==> config.mk <==
export PLATFORM = sky130hd
export DESIGN_NAME = burst_addr_gen
export DESIGN_NICKNAME = d
export VERILOG_FILES = /design/src/design/axi_slv_pkg.sv /design/src/design/burst_addr_gen.sv
export SDC_FILE = /design/constraint.sdc
export NUM_CORES = 1
export LEC_CHECK = 0
export BUFFER_PORTS_ARGS = -buffer_cell sky130_fd_sc_hd__buf_4
export CAP_MARGIN = 20
export CORE_UTILIZATION = 30
export DETAILED_ROUTE_END_ITERATION = 8
export MAX_ROUTING_LAYER = met4
export SLEW_MARGIN = 20
export SYNTH_ARGS = -nofsm -noshare
export SYNTH_HDL_FRONTEND = slang
export SYNTH_SLANG_ARGS = --single-unit
==> constraint.sdc <==
create_clock -name CLK -period 2.2 [get_ports CLK]
set_input_delay 0 -clock CLK [delete_from_list [all_inputs] [get_ports CLK]]
set_output_delay 0 -clock CLK [all_outputs]
set_load 0.005 [all_outputs]
==> src/design/axi_slv_pkg.sv <==
/*
 * Shared widths, codes and channel structs of the AXI4 burst slave.
 * Every beat is one full 32-bit word. SIZE, LOCK, CACHE, PROT, QOS,
 * REGION and USER are not carried on the channels.
 */

package axi_slv_pkg;

	parameter int DATA_W = 32;
	parameter int ADDR_W = 32;
	parameter int ID_W   = 4;
	parameter int STRB_W = DATA_W / 8;

	typedef enum logic [1:0] {
		BURST_FIXED = 2'b00,
		BURST_INCR  = 2'b01,
		BURST_WRAP  = 2'b10
	} burst_e;

	typedef enum logic [1:0] {
		RESP_OKAY   = 2'b00,
		RESP_SLVERR = 2'b10
	} resp_e;

	// ~~~~~~~~~~~~~~~~~~~~~~~~~~~~~~~~~~~~~~~~~~~~~~~~~~~~~~~~~~~~~~~~~~~~~~
	// Channel payloads. The address request serves both AW and AR.
	// ~~~~~~~~~~~~~~~~~~~~~~~~~~~~~~~~~~~~~~~~~~~~~~~~~~~~~~~~~~~~~~~~~~~~~~

	typedef struct packed {
		logic [ID_W-1:0]   id;
		logic [ADDR_W-1:0] addr;
		logic [7:0]        len;
		burst_e            burst;
	} axi_req_t;

	typedef struct packed {
		logic [DATA_W-1:0] data;
		logic [STRB_W-1:0] strb;
		logic              last;
	} w_beat_t;

	typedef struct packed {
		logic [ID_W-1:0] id;
		resp_e           resp;
	} b_resp_t;

	typedef struct packed {
		logic [ID_W-1:0]   id;
		logic [DATA_W-1:0] data;
		resp_e             resp;
		logic              last;
	} r_beat_t;

endpackage
==> src/design/burst_addr_gen.sv <==
/*
 * Word address sequencer for one AXI burst. The low address bits below a
 * word are dropped. WRAP needs len+1 to be 2, 4, 8 or 16 words.
 */

`timescale 1ns/100ps

module burst_addr_gen #(
	parameter int MEM_WORDS = 1024
) (
	input  logic                         CLK,
	input  logic                         rst_n,
	input  logic                         load,
	input  logic                         step,
	input  axi_slv_pkg::axi_req_t        req,
	output logic [$clog2(MEM_WORDS)-1:0] index,
	output logic                         in_range
);

	localparam int ADDR_LSB = $clog2(axi_slv_pkg::STRB_W);
	localparam int WA_W     = axi_slv_pkg::ADDR_W - ADDR_LSB;
	localparam int IDX_W    = $clog2(MEM_WORDS);

	logic [WA_W-1:0]            waddr_q;
	logic [7:0]                 len_q;
	axi_slv_pkg::burst_e        burst_q;
	logic [WA_W-1:0]            wrap_mask;
	logic [WA_W-1:0]            waddr_nxt;

	// For WRAP the window size is len+1 words, so len itself is the mask.
	assign wrap_mask = {{(WA_W-8){1'b0}}, len_q};

	always_comb begin
		case (burst_q)
			axi_slv_pkg::BURST_FIXED: waddr_nxt = waddr_q;
			axi_slv_pkg::BURST_WRAP:
				waddr_nxt = (waddr_q & ~wrap_mask) | ((waddr_q + 1'b1) & wrap_mask);
			default: waddr_nxt = waddr_q + 1'b1;
		endcase
	end

	always_ff @(posedge CLK) begin
		if (!rst_n) begin
			waddr_q <= '0;
			len_q   <= '0;
			burst_q <= axi_slv_pkg::BURST_INCR;
		end else if (load) begin
			waddr_q <= req.addr[axi_slv_pkg::ADDR_W-1:ADDR_LSB];
			len_q   <= req.len;
			burst_q <= req.burst;
		end else if (step) begin
			waddr_q <= waddr_nxt;
		end
	end

	assign index    = waddr_q[IDX_W-1:0];
	assign in_range = (waddr_q < WA_W'(MEM_WORDS));

endmodule

# Word level (Yosys, flattened, before mapping)
# Index checks and enable logic that the tools add are counted.
[classes] n_mux=3 n_addsub=1 bitwise=4 n_eq_ne=2 order_cmp=1 n_reduce_logical=3
[ops] op="2-to-1 mux 30 bit" count=2
[ops] op="one-hot mux 30 bit (2 select lines)" count=1
[ops] op="adder 30 x 1 -> 30 bit (second input constant)" count=1
[ops] op="AND 30 bit" count=1
[ops] op="AND 30 x 8 -> 30 bit" count=1
[ops] op="less-than comparator 30 x 11 -> 1 bit (second input constant)" count=1
[ops] op="NOT 8 -> 30 bit" count=1
[ops] op="bitwise OR 30 bit" count=1
[ops] op="equality test 2 bit (second input constant)" count=1
[ops] op="zero test 2 bit" count=1
[ops] op="!= test 2 bit (second input constant)" count=1
[ops] op="AND reduction 2 bit" count=1
[ops] op="nonzero test 2 bit" count=1
[totals] input_bits=50 regBits=40 output_inout_bits=11 word_cells=17

# Depth between registers and ports, before layout
[logic_depth] ltp_word=6 ltp_mapped=6 mapped_depth_nobuf=5

# Worst setup path before layout
# Ideal clock, no wire load.
[synth_timing] path_kind="register to register" from="register waddr_q[0]" to="register waddr_q[22]" slack_ns=0.203 stages_incl_launch_ff=6 synth_period_minus_slack_ns=1.997 n_path_buf=0 t_required_ns=2.126 arrival_ns=1.923 setup_time_ns=0.074 cell_sequence="dfxtp_1 ha_1 nand4_1 or4_1 or4_1 a31oi_1"
[synth_between] elab_chain_cells=6
[synth_lines] item="start: declaration" line="burst_addr_gen.sv:24" source="logic [WA_W-1:0] waddr_q;"
[synth_lines] item="start signal: assignment" line="burst_addr_gen.sv:48" source="waddr_q <= req.addr[axi_slv_pkg::ADDR_W-1:ADDR_LSB];"
[synth_lines] item="start signal: assignment" line="burst_addr_gen.sv:52" source="waddr_q <= waddr_nxt;"
[synth_lines] item="adder 30 x 1 -> 30 bit *" line="burst_addr_gen.sv:37, burst_addr_gen.sv:38"
[synth_lines] item="AND 30 x 8 -> 30 bit" line="burst_addr_gen.sv:37" source="waddr_nxt = (waddr_q & ~wrap_mask) | ((waddr_q + 1'b1) & wrap_mask);"
[synth_lines] item="bitwise OR 30 bit" line="burst_addr_gen.sv:37"
[synth_lines] item="one-hot mux 30 bit (2 select lines) *" line="burst_addr_gen.sv:34" source="case (burst_q)"
[synth_lines] item="2-to-1 mux 30 bit *" line="burst_addr_gen.sv:51" source="end else if (step) begin"
[synth_lines] item="2-to-1 mux 30 bit *" line="burst_addr_gen.sv:47" source="end else if (load) begin"
# Every way passes the cells marked *; elsewhere a longest branch is shown, timed or not. The select of a mux whose other input is x is not followed.
# A chain may end at the register's enable or synchronous reset.

# Final worst setup path
# Same ends and word-level chain as after synthesis.

==> impl_summary.md <==
Power
The leakage power is 0.00123 uW. The internal portion of the total power is 1180 uW. The switching power total is 489 uW. The power share of the sequential group is 50.4%. The clock network burns 29.8% of the power. The power per cell area is 508 nW/um^2.

The worst-case IR drop observed on VDD is 0.198 mV. The fraction of power spent switching nets is 29.4%. The proportion of power drawn by combinational gates is 19.8%.

Global routing
Summed over all layers, the global routing overflow is 0. The global-route total usage across every layer is 17.9%. The initial antenna violation count is 0. The pin count of the biggest net entering global routing is 39.

The via count of the first global-routing pass came to 2504. The global-route wire length before repair is 12100 um.

CTS
In this run the clock root is driven by a clkbuf_8. In this run the number of H-tree levels came out at 2. The clock tree from TritonCTS is built.

The number of clock buffers inserted by TritonCTS is 5. After clock tree synthesis, the clock-pin slew on the worst setup and hold paths is 0.08 ns. The number of post-CTS setup repair buffers is 0. The source-to-sink clock delay at the later pin of the worst-skew pair is 0.30 ns.

CTS saw 40 sinks. The number of buffers on the longest clock path is 2.

Worst setup path
STA classifies the critical path endpoint as a flop. The arrival time at the worst endpoint is 2.32 ns. STA classifies the critical path startpoint as a flop.

Of all nets on the critical path, the largest fanout is 5. The start-to-end type of the worst setup path is reg -> reg. The endpoint required time on the critical path is 2.43 ns.

Final layout
From synthesis to final layout, the design area changed by 32.0%. The share of final-layout standard cells stronger than drive strength 1 is 22.3%. The number of antenna diodes is 0. The count of cells in the finished layout, fillers not included, comes to 492. The utilization after layout is 41.6%. After the last flow step, the layout net total stands at 440.

Synthesis
The cell count after synthesis came out at 323. The net count of the mapped netlist is 374. The number of library cell types mapped by synthesis is 50. The most used flip-flop cell after synthesis is dfxtp_1. The yosys synthesis warning count is 0. The fraction of synthesis flops using an asynchronous set or reset pin is 0%. The part of the Yosys area used for sequential elements is 32.2%. The post-synthesis register bit count is 40. After synthesis the cells add up to 2480 sq um. The number of flops mapped to enable cells by yosys is 0. The synthesized area per cell is 7.69 sq um.

STA
The worst-case headroom to the max-slew limit is 69.4%. After routing, the total negative slack on setup checks comes to 0 ns. The clock arrives with 0.00728 ns of skew. The post-layout minimum cycle time is 2.09 ns.

The hold violation total from the final report came to 0. The number of max-slew violations in the final report is 0. Hold timing on the final database bottoms out at a slack of 0.00398 ns. Dividing the final minimum period by the clock period gives 95.2%. The actual transition at the worst max-transition pin is 0.459 ns. Setup repair after global routing left no endpoint under its margin. The final count of negative-setup-slack endpoints is 0. Derived from the worst setup path, the maximum achievable clock frequency is 478 MHz.

Route
The residual antenna-violating net count after detailed routing is 0. The violation count after the first detailed-routing iteration is 155. In the final routed layout, each cell accounts on average for 15.2 um.

The via total after detailed routing is 2652. The number of optimization iterations in the first detailed-route pass is 5. For this block, the routed nets add up to 7470 um of wire.

In the routed design, unresolved DRC markers number 0. The detail-routed via count per cell is 5.39.

Status
The run finished with clean final reports.

Floorplanning
The die is 93.0 um tall. The die width is 93.0 um. The die covers 8650 sq um. The number of ports placed on the die boundary is 61. The floorplan core area is 7890 sq um. The standard-cell row count is 32. The initial utilization of the core area, before any placement, comes to 31.5%.

Min path
The tightest min-delay check is of the in -> reg type.

Placed design
The congestion estimate from routability-driven global placement came to 0.853. The detailed-placement wirelength estimate is 5270 um. During placement, the flow inserted port buffers numbering 54. Counting tap cells, the placed design contains a total of 462 instances.

Flow run
The count of max-cap constraint violations is 0.
timing repair:
action,in CTS,in global routing
endpoints found under the setup margin,0,3
hold buffers,22,0
resized for setup,0,2
hold endpoints to repair,22,0
worst max-delay path, stage by stage (launching register included):
cell and delay, ns:
dfxtp_1 0.41, ha_1 0.20, nand4_1 0.21, or4_4 0.56, or4_1 0.49, a31oi_1 0.17
path summary, 6_finish.rpt:
check / from / end / slack, ns / cells after the start
max: waddr_q[0] / waddr_q[22] / 0.11 / 5
min: req[34] / waddr_q[22] / 0.004 / 3
max reg2reg: waddr_q[0] / waddr_q[22] / 0.11 / 5
min reg2reg: len_q[0] / len_q[0] / 0.50 / 2
routing by layer:
metal,wire (um),track usage [%],part of all wire [%],vias to the layer above
met5,0,-,0,-
met4,40,3.59,0.54,0
met3,392,3.74,5.2,4
met2,3540,29.0,47,76
met1,3500,23.2,47,1238
li1,-,-,-,1334
final cells by class:
type,count,area [sq um]
tap,102,128
clock buffer,5,68.8
inverter,4,15.0
timing repair buffer,93,753
multi-input combinational,245,1500
clock inverter,3,18.8
sequential,40,802
fill,841,4610
synth_stat cells, drive strengths merged (4+ instances only):
master	instances	area share, %
nand4	10	2.8
xnor2	7	2.5
mux2i	11	4.4
nor3	15	3.0
o31ai	5	1.5
a31oi	5	1.3
nand2	32	4.8
nor4	11	2.8
nor2	24	3.6
and3	6	1.5
dfxtp	40	32
buf	17	4.5
a311oi	5	1.8
nand3	13	2.6
o21ai	21	4.2
and4	4	1.4
a211oi	7	2.1
inv	4	0.60
nor3b	5	1.5
a21oi	20	4.0
clkbuf	17	2.6
or4	10	3.2
placed cells by master, fill, tap and decap left out, drive strengths merged, types with 3 or more instances in the layout:
cell type	synthesis	routed
a311oi	5	5
nor4	11	11
a21oi	20	20
clkbuf	17	5
a31oi	5	5
o31ai	5	5
buf	17	71
mux2i	11	11
nand2	32	32
or3	3	3
nor2b	3	3
or4	10	10
and3	6	6
dlygate4sd3	0	22
nor2	24	24
nand3	13	13
xnor2	7	7
nand4	10	10
inv	4	4
o21ai	21	21
clkinv	0	3
a211oi	7	7
nor3b	5	5
and4	4	4
dfxtp	40	40
o31a	3	3
nor3	15	15
metrics by stage:
step / cell area (sq um) / total power (uW) / worst slack [ns]
final: 3280 / 1670 / 0.106
after global routing: 3280 / 1770 / 0.0133
after CTS: 3280 / 1680 / 0.0208
after detailed placement: 2970 / 1150 / 0.0748
after global placement: 2970 / 1150 / 0.132
after floorplan: 2480 / 1020 / 0.203
power by group through the flow:
stage               clock network [uW]  logic [uW]  registers, uW
floorplan                            0         191            831
global placement                     0         298            852
detailed placement                   0         300            854
CTS                                508         332            838
global route                       552         364            849
finish                             496         330            840
kinds of logic after synthesis:
family,Yosys count,share of synthesized area [%]
simple gates,143,30.6
compound gates,81,21.2
flops,40,32.2
buf+inv,38,7.75
mux,12,4.88
xor+xnor,8,2.82
fa+ha+maj,1,0.503
Power figures use the tool's default switching activity.
