===== config.mk =====
export PLATFORM = sky130hd
export DESIGN_NAME = axi_burst_ctrl
export DESIGN_NICKNAME = d
export VERILOG_FILES = /design/src/design/axi_slv_pkg.sv /design/src/design/axi_burst_ctrl.sv
export SDC_FILE = /design/constraint.sdc
export NUM_CORES = 1
export LEC_CHECK = 0
export BUFFER_PORTS_ARGS = -buffer_cell sky130_fd_sc_hd__buf_2
export CAP_MARGIN = 20
export CORE_AREA = 2 2 102 104
export DETAILED_ROUTE_END_ITERATION = 8
export DIE_AREA = 0 0 104 106
export GPL_ROUTABILITY_DRIVEN = 0
export PLACE_DENSITY_LB_ADDON = 0.25
export SLEW_MARGIN = 30
export SYNTH_ARGS = -nofsm -noshare
export SYNTH_HDL_FRONTEND = slang
export SYNTH_SLANG_ARGS = --single-unit

===== constraint.sdc =====
create_clock -name CLK -period 1.81 [get_ports CLK]
set_input_delay 0.362 -clock CLK [delete_from_list [all_inputs] [get_ports CLK]]
set_output_delay 0.362 -clock CLK [all_outputs]
set_load 0.01 [all_outputs]

===== src/design/axi_slv_pkg.sv =====
/*
 * Shared widths, codes and channel structs of the AXI4 burst slave.
 * Every beat is one full 32-bit word. SIZE, LOCK, CACHE, PROT, QOS,
 * REGION and USER are not carried on the channels.
 */

package axi_slv_pkg;

	parameter int DATA_W = 32;
	parameter int ADDR_W = 32;
	parameter int ID_W   = 4;
	parameter int STRB_W = DATA_W / 8;

	typedef enum logic [1:0] {
		BURST_FIXED = 2'b00,
		BURST_INCR  = 2'b01,
		BURST_WRAP  = 2'b10
	} burst_e;

	typedef enum logic [1:0] {
		RESP_OKAY   = 2'b00,
		RESP_SLVERR = 2'b10
	} resp_e;

	// ~~~~~~~~~~~~~~~~~~~~~~~~~~~~~~~~~~~~~~~~~~~~~~~~~~~~~~~~~~~~~~~~~~~~~~
	// Channel payloads. The address request serves both AW and AR.
	// ~~~~~~~~~~~~~~~~~~~~~~~~~~~~~~~~~~~~~~~~~~~~~~~~~~~~~~~~~~~~~~~~~~~~~~

	typedef struct packed {
		logic [ID_W-1:0]   id;
		logic [ADDR_W-1:0] addr;
		logic [7:0]        len;
		burst_e            burst;
	} axi_req_t;

	typedef struct packed {
		logic [DATA_W-1:0] data;
		logic [STRB_W-1:0] strb;
		logic              last;
	} w_beat_t;

	typedef struct packed {
		logic [ID_W-1:0] id;
		resp_e           resp;
	} b_resp_t;

	typedef struct packed {
		logic [ID_W-1:0]   id;
		logic [DATA_W-1:0] data;
		resp_e             resp;
		logic              last;
	} r_beat_t;

endpackage

===== src/design/axi_burst_ctrl.sv =====
/*
 * Channel controller of the AXI4 slave. One transaction at a time; AW wins
 * over AR when both are pending. Write bursts end on w.last, not on len.
 */

`timescale 1ns/100ps

module axi_burst_ctrl (
	input  logic                           CLK,
	input  logic                           rst_n,
	input  axi_slv_pkg::axi_req_t          aw,
	input  logic                           aw_valid,
	output logic                           aw_ready,
	input  axi_slv_pkg::w_beat_t           w,
	input  logic                           w_valid,
	output logic                           w_ready,
	output axi_slv_pkg::b_resp_t           b,
	output logic                           b_valid,
	input  logic                           b_ready,
	input  axi_slv_pkg::axi_req_t          ar,
	input  logic                           ar_valid,
	output logic                           ar_ready,
	output axi_slv_pkg::r_beat_t           r,
	output logic                           r_valid,
	input  logic                           r_ready,
	output logic                           wr_load,
	output logic                           wr_step,
	output logic                           rd_load,
	output logic                           rd_step,
	output logic                           mem_we,
	output logic [axi_slv_pkg::STRB_W-1:0] mem_strb,
	output logic [axi_slv_pkg::DATA_W-1:0] mem_wdata,
	output logic                           mem_re,
	input  logic                           wr_in_range,
	input  logic                           rd_in_range,
	input  logic [axi_slv_pkg::DATA_W-1:0] mem_rdata
);

	typedef enum logic [1:0] {IDLE, WRITE, WRESP, READ} state_e;

	state_e                       state;
	logic [axi_slv_pkg::ID_W-1:0] id_q;
	logic [7:0]                   len_q;
	logic [7:0]                   beat_cnt;
	logic                         err_q;
	logic                         rd_pend;
	logic                         r_last_q;
	logic                         rd_oor_q;

	// ~~~~~~~~~~~~~~~~~~~~~~~~~~~~~~~~~~~~~~~~~~~~~~~~~~~~~~~~~~~~~~~~~~~~~~
	// Strobes to the address generators and the memory.
	// ~~~~~~~~~~~~~~~~~~~~~~~~~~~~~~~~~~~~~~~~~~~~~~~~~~~~~~~~~~~~~~~~~~~~~~

	assign wr_load   = aw_valid & aw_ready;
	assign wr_step   = w_valid & w_ready;
	assign rd_load   = ar_valid & ar_ready;
	assign rd_step   = r_valid & r_ready & ~r_last_q;
	assign mem_we    = w_valid & w_ready & wr_in_range;
	assign mem_strb  = w.strb;
	assign mem_wdata = w.data;
	assign mem_re    = rd_pend;

	assign b.id   = id_q;
	assign b.resp = err_q ? axi_slv_pkg::RESP_SLVERR : axi_slv_pkg::RESP_OKAY;

	// Out-of-range read beats carry zero data.
	assign r.id   = id_q;
	assign r.data = rd_oor_q ? '0 : mem_rdata;
	assign r.resp = rd_oor_q ? axi_slv_pkg::RESP_SLVERR : axi_slv_pkg::RESP_OKAY;
	assign r.last = r_last_q;

	always_ff @(posedge CLK) begin
		if (!rst_n) begin
			state    <= IDLE;
			aw_ready <= 1'b0;
			w_ready  <= 1'b0;
			b_valid  <= 1'b0;
			ar_ready <= 1'b0;
			r_valid  <= 1'b0;
			id_q     <= '0;
			len_q    <= '0;
			beat_cnt <= '0;
			err_q    <= 1'b0;
			rd_pend  <= 1'b0;
			r_last_q <= 1'b0;
			rd_oor_q <= 1'b0;
		end else begin
			case (state)
				IDLE: begin
					// Ready is offered for one cycle, then arbitration starts again.
					if (aw_ready) begin
						aw_ready <= 1'b0;
						if (aw_valid) begin
							state   <= WRITE;
							w_ready <= 1'b1;
							id_q    <= aw.id;
							err_q   <= 1'b0;
						end
					end else if (ar_ready) begin
						ar_ready <= 1'b0;
						if (ar_valid) begin
							state    <= READ;
							rd_pend  <= 1'b1;
							id_q     <= ar.id;
							len_q    <= ar.len;
							beat_cnt <= '0;
						end
					end else if (aw_valid) begin
						aw_ready <= 1'b1;
					end else if (ar_valid) begin
						ar_ready <= 1'b1;
					end
				end
				WRITE: begin
					if (w_valid) begin
						err_q <= err_q | ~wr_in_range;
						if (w.last) begin
							w_ready <= 1'b0;
							b_valid <= 1'b1;
							state   <= WRESP;
						end
					end
				end
				WRESP: begin
					if (b_ready) begin
						b_valid <= 1'b0;
						state   <= IDLE;
					end
				end
				READ: begin
					// The read issued last cycle lands with r_valid.
					if (rd_pend) begin
						rd_pend  <= 1'b0;
						r_valid  <= 1'b1;
						r_last_q <= (beat_cnt == len_q);
						rd_oor_q <= ~rd_in_range;
					end else if (r_valid && r_ready) begin
						r_valid <= 1'b0;
						if (r_last_q) begin
							state <= IDLE;
						end else begin
							rd_pend  <= 1'b1;
							beat_cnt <= beat_cnt + 8'd1;
						end
					end
				end
				default: state <= IDLE;
			endcase
		end
	end

endmodule


After elaboration in Yosys (flattened, before gate mapping)
Cells that the tools add are included.

Logic and storage cells: 117. Flip-flop bits (word level): 31. Output and inout port bits: 92. Bits of input ports: 170.

Add/sub/neg operators: 1. Bitwise logic cells: 11. Reduce and logical (&&, ||, !) cells: 19. Equality and inequality tests: 20. Muxes and demuxes: 53.

Operators by type and width (number): $mux 8 (6); $mux 32 (1); $ne 2x2->1 const B (13); $mux 1 (24); $mux 2 (12); $reduce_and 4->1 (5); $mux 4 (4); $pmux 8 s2 (1); $reduce_bool 2->1 (6); $ne 3x3->1 const B (3); $reduce_and 9->1 (1); $add 8x1->8 const B (1); $eq 8x8->1 (1); $pmux 1 s2 (4); $pmux 2 s4 (1); $reduce_and 7->1 (1); $and 1x1->1 (6); $reduce_and 2->1 (3); $reduce_and 5->1 (1); $eq 2x2->1 const B (2); $not 1->1 (4); $eq 2x1->1 const B (1); $logic_not 2->1 (1); $logic_and 1x1->1 (1); $or 1x1->1 (1).

Longest topological paths before layout
Word-level depth: 5. Depth in mapped cells: 6. Mapped depth without buffers: 4.

Worst setup path before layout
OpenSTA, ideal clock, no wires.

Kind: reg2reg. Start: register aw_ready. End: register beat_cnt[1]. Data required time: 1678 ps. Cell stages (with the launch flop): 7. Slack: 317 ps. Arrival: 1360 ps. Clock period less this slack: 1493 ps. Cells stage by stage: dfxtp_1 > buf_2 > nand3b_4 > or3_1 > buf_2 > nand3_1 > a21oi_1.

Cells in the longest elaborated chain, start to end: 2.

Ends and longest elaborated chain: start: declaration (line axi_burst_ctrl.sv:13) `output logic aw_ready,`; start signal: assignment (line axi_burst_ctrl.sv:75) `aw_ready <= 1'b0;`; start signal: assignment (line axi_burst_ctrl.sv:92) `aw_ready <= 1'b0;`; start signal: assignment (line axi_burst_ctrl.sv:109) `aw_ready <= 1'b1;`; $ne 2x2->1 (no source line); $reduce_and 7->1 (no source line); end signal: assignment (line axi_burst_ctrl.sv:143) `beat_cnt <= beat_cnt + 8'd1;`; end: declaration (line axi_burst_ctrl.sv:44) `logic [7:0] beat_cnt;`.

Every way passes these cells. A chain may end at the register's enable or synchronous reset.

Worst setup path after layout
Start: register state[1]. End: register beat_cnt[7].

Cells in the longest elaborated chain, start to end: 3. Elaborated cells on any way between the ends: 11. Those cells by class: eq/ne: 7; mux: 1; reduce/logical: 3.

Ends and longest elaborated chain: start: declaration (line axi_burst_ctrl.sv:41) `state_e state;`; start signal: assignment (line axi_burst_ctrl.sv:74) `state <= IDLE;`; start signal: assignment (line axi_burst_ctrl.sv:94) `state <= WRITE;`; start signal: assignment (line axi_burst_ctrl.sv:102) `state <= READ;`; $eq 2x2->1 or $logic_not 2->1 (tied branches) (line axi_burst_ctrl.sv:88) `case (state)`; $ne 2x2->1 (no source line) or $reduce_bool 2->1 (tied branches); $reduce_and 7->1 (no source line).

Several ways; a longest one is shown, not always the timed one.

==> qor.csv <==
stage;metric;value;unit
run_status;status;complete, no violations;
die;num rows;37;
die;I/O pin total;262;
finish;Nets;502;
power;Sw Ratio;26.4;%
synth;Yosys Warn Count;0;
finish;layout cells sized above 1;41.0;%
power;P_leak;1.25;nW
global_route;pin count of the biggest net entering global routing;34;
place;post-DP HPWL;4920;um
worst_setup_path;crit end category;flip-flop;
place;DP Cell Count;460;
synth;number of synthesized register bits;31;
timing;count of pins over their slew limit;0;
worst_setup_path;crit path max fanout;7;
timing;final hold viol count;0;
synth;area leader, netlist;dfxtp_1;
synth;number of synthesized flops with an enable pin;0;
global_route;initial antenna violation count;0;
worst_setup_path;crit path from;state[1];
global_route;global-route track usage on met2;17.5;%
synth;Seq/Total Area, Yosys;29.3;%
global_route;all-layer global routing usage;10.8;%
hold_path;hold path start;rd_in_range;
clock_tree;Num CTS Buffers;5;
finish;Antenna diodes;0;
global_route;total grt overflow;0;
timing;final setup TNS;0;ns
synth;cells after synthesis;263;
global_route;met3 usage;6.01;%
power;Peak VDD IR;0.315;mV
place;port bufs;111;
clock_tree;Post-CTS Setup Bufs;0;
timing;Worst Skew;0.00245;ns
timing;Final setup viols;0;
global_route;GR Layer Usage met1;12.0;%
power;combinational group share of total power;18.0;%
synth;Unique masters post-synth;46;
die;Core ar.;0.0100;mm2
route;DR pass1 iterations;3;
clock_tree;Hold Buf Count CTS;0;
worst_setup_path;CP startpoint kind;flip-flop;
clock_tree;Reg clk slew, reported paths;0.07;ns
clock_tree;clk root buf;clkbuf_8;
clock_tree;PostCTS Resize Cnt;0;
synth;Syn Std Cell Area;0.00212;mm2
synth;dominant synthesized flop cell;dfxtp_1;
synth;Avg Synthesized Cell Area;8.05;um2
route;drt drc;0;
hold_path;Hold Path Class;input pin to flip-flop;
global_route;first-pass GRT wire length;9460;um
route;Detail Route Antenna Nets;0;
worst_setup_path;Worst EP arrival;1.83;ns
finish;Filler cells;1117;
timing;final cycle utilization of the critical path;88.2;%
power;clock group share of total power;41.0;%
finish;area grow syn2layout;23.6;%
clock_tree;clock latency on the worst-skew pair;0.29;ns
run;Max Cap Viol;0;
worst_setup_path;CP required;2.04;ns
timing;Final min period;1.60;ns
synth;area share of the largest cell type after synthesis;29.3;%
power;Reg power frac;41.0;%
timing;unrepaired setup endpoints after global routing;no;
power;internal power;1.31;mW
finish;Seq. cell area;621;um2
worst_setup_path;Crit Path Category;flip-flop to flip-flop;
route;vias;1960;
clock_tree;clock sink count;31;
global_route;vias in the first global route;1773;
die;Die H;106;um
die;die area;0.0110;mm2
power;Cell Pwr Density;680;mW/mm2
die;Die X-Extent;104;um
clock_tree;TritonCTS clock tree;done;
clock_tree;H-Tree Depth;2;
die;Initial Util;21.2;%
route;vias per cell;4.19;
clock_tree;CTS max path bufs;2;
power;P_sw;471;uW
finish;fin cells;468;
route;Routed WL;6200;um
synth;count leader, synth;buf_4;
synth;Async S/R FF share, synth;0;%
route;initial drt markers;105;
global_route;GRT Max-Usage Layer;met2;
timing;Max Freq;626;MHz
worst_setup_path;reg2reg start;state[1];
synth;Synth area leaders;dfxtp_1, buf_4, nor2b_1;
synth;synth cell count leaders;buf_4, nor2b_1, dfxtp_1;
finish;area of the multi-input gates;0.00108;mm2
route;WL/cell;13.3;um
==> metrics by stage <==
stage               power [mW]  hold slack, ns  cell area, um2  setup slack [ns]  util, %
global route              1.87           0.244            2620             0.118     26.2
global placement          1.07           0.453            2500             0.165     25.0
finish                    1.78           0.248            2620             0.213     26.2
CTS                       1.81           0.243            2620             0.193     26.2
detailed placement        1.07           0.465            2500             0.161     25.0
floorplan                 1.01           0.448            2120             0.317        -
==> area by class of cell <==
cell class              count  share of cell area [%]
flip-flops and latches     31                    23.7
clock buffers               6                    3.15
multi-input cells         170                    41.2
clock inverters             2                    1.34
inverters                   4                   0.574
well taps                 136                    6.50
repair buffers            119                    23.5
==> cell families after synthesis <==
family / after synthesis / synth area share [%]
flip-flops: 31 / 29.3
multiplexers: 6 / 3.43
adder cells (fa/ha/maj): 1 / 0.591
other: 1 / 0.177
buffers and inverters: 63 / 19.9
AND/OR/NAND/NOR: 109 / 29.7
XOR/XNOR: 8 / 3.31
AO/OA/AOI/OAI: 44 / 13.6
==> power groups by stage <==
stage / sequential, mW / combinational [mW] / clock (mW)
final: 0.730 / 0.320 / 0.730
after global placement: 0.745 / 0.323 / 0
after global routing: 0.733 / 0.352 / 0.780
after CTS: 0.730 / 0.325 / 0.752
after detailed placement: 0.746 / 0.323 / 0
after floorplan: 0.744 / 0.267 / 0
==> flip-flops by register name, indices dropped and copies added, names as in the netlist <==
register,cells
beat_cnt,8
len_q,8
id_q,4
state,2
ar_ready,1
aw_ready,1
b_valid,1
err_q,1
mem_re,1
r_last_q,1
r_valid,1
rd_oor_q,1
w_ready,1
==> routing by layer <==
layer	up-vias	routed length [um]
met5	-	0
met4	0	69
met3	7	854
met2	120	2720
met1	858	2550
li1	975	-
==> worst paths after layout <==
check	end	cells after the start	slack, ns
worst max-delay path	beat_cnt[7]	4	0.21
worst min-delay path	rd_oor_q	2	0.25
worst max register to register	beat_cnt[7]	4	0.21
worst min register to register	len_q[1]	2	0.47
==> cell usage in the layout (no fill, tap or decap), types with 4 or more instances in the layout <==
cell and instances:
a211oi_1 7, nand3_1 6, o21ai_0 5, xor2_1 8, buf_4 8, nand2_1 26, and3_1 4, o21ai_1 4
a21oi_1 18, nor2b_1 32, nor2_1 14, clkbuf_8 6, buf_2 111, dfxtp_1 31, mux2i_1 5
==> critical path, cell delays in order (launching register included) <==
cell,delay [ns]
dfxtp_1,0.49
nand2_4,0.12
or4_1,0.59
o21ai_2,0.18
o311a_1,0.16
(Power assumes the default switching activity.)
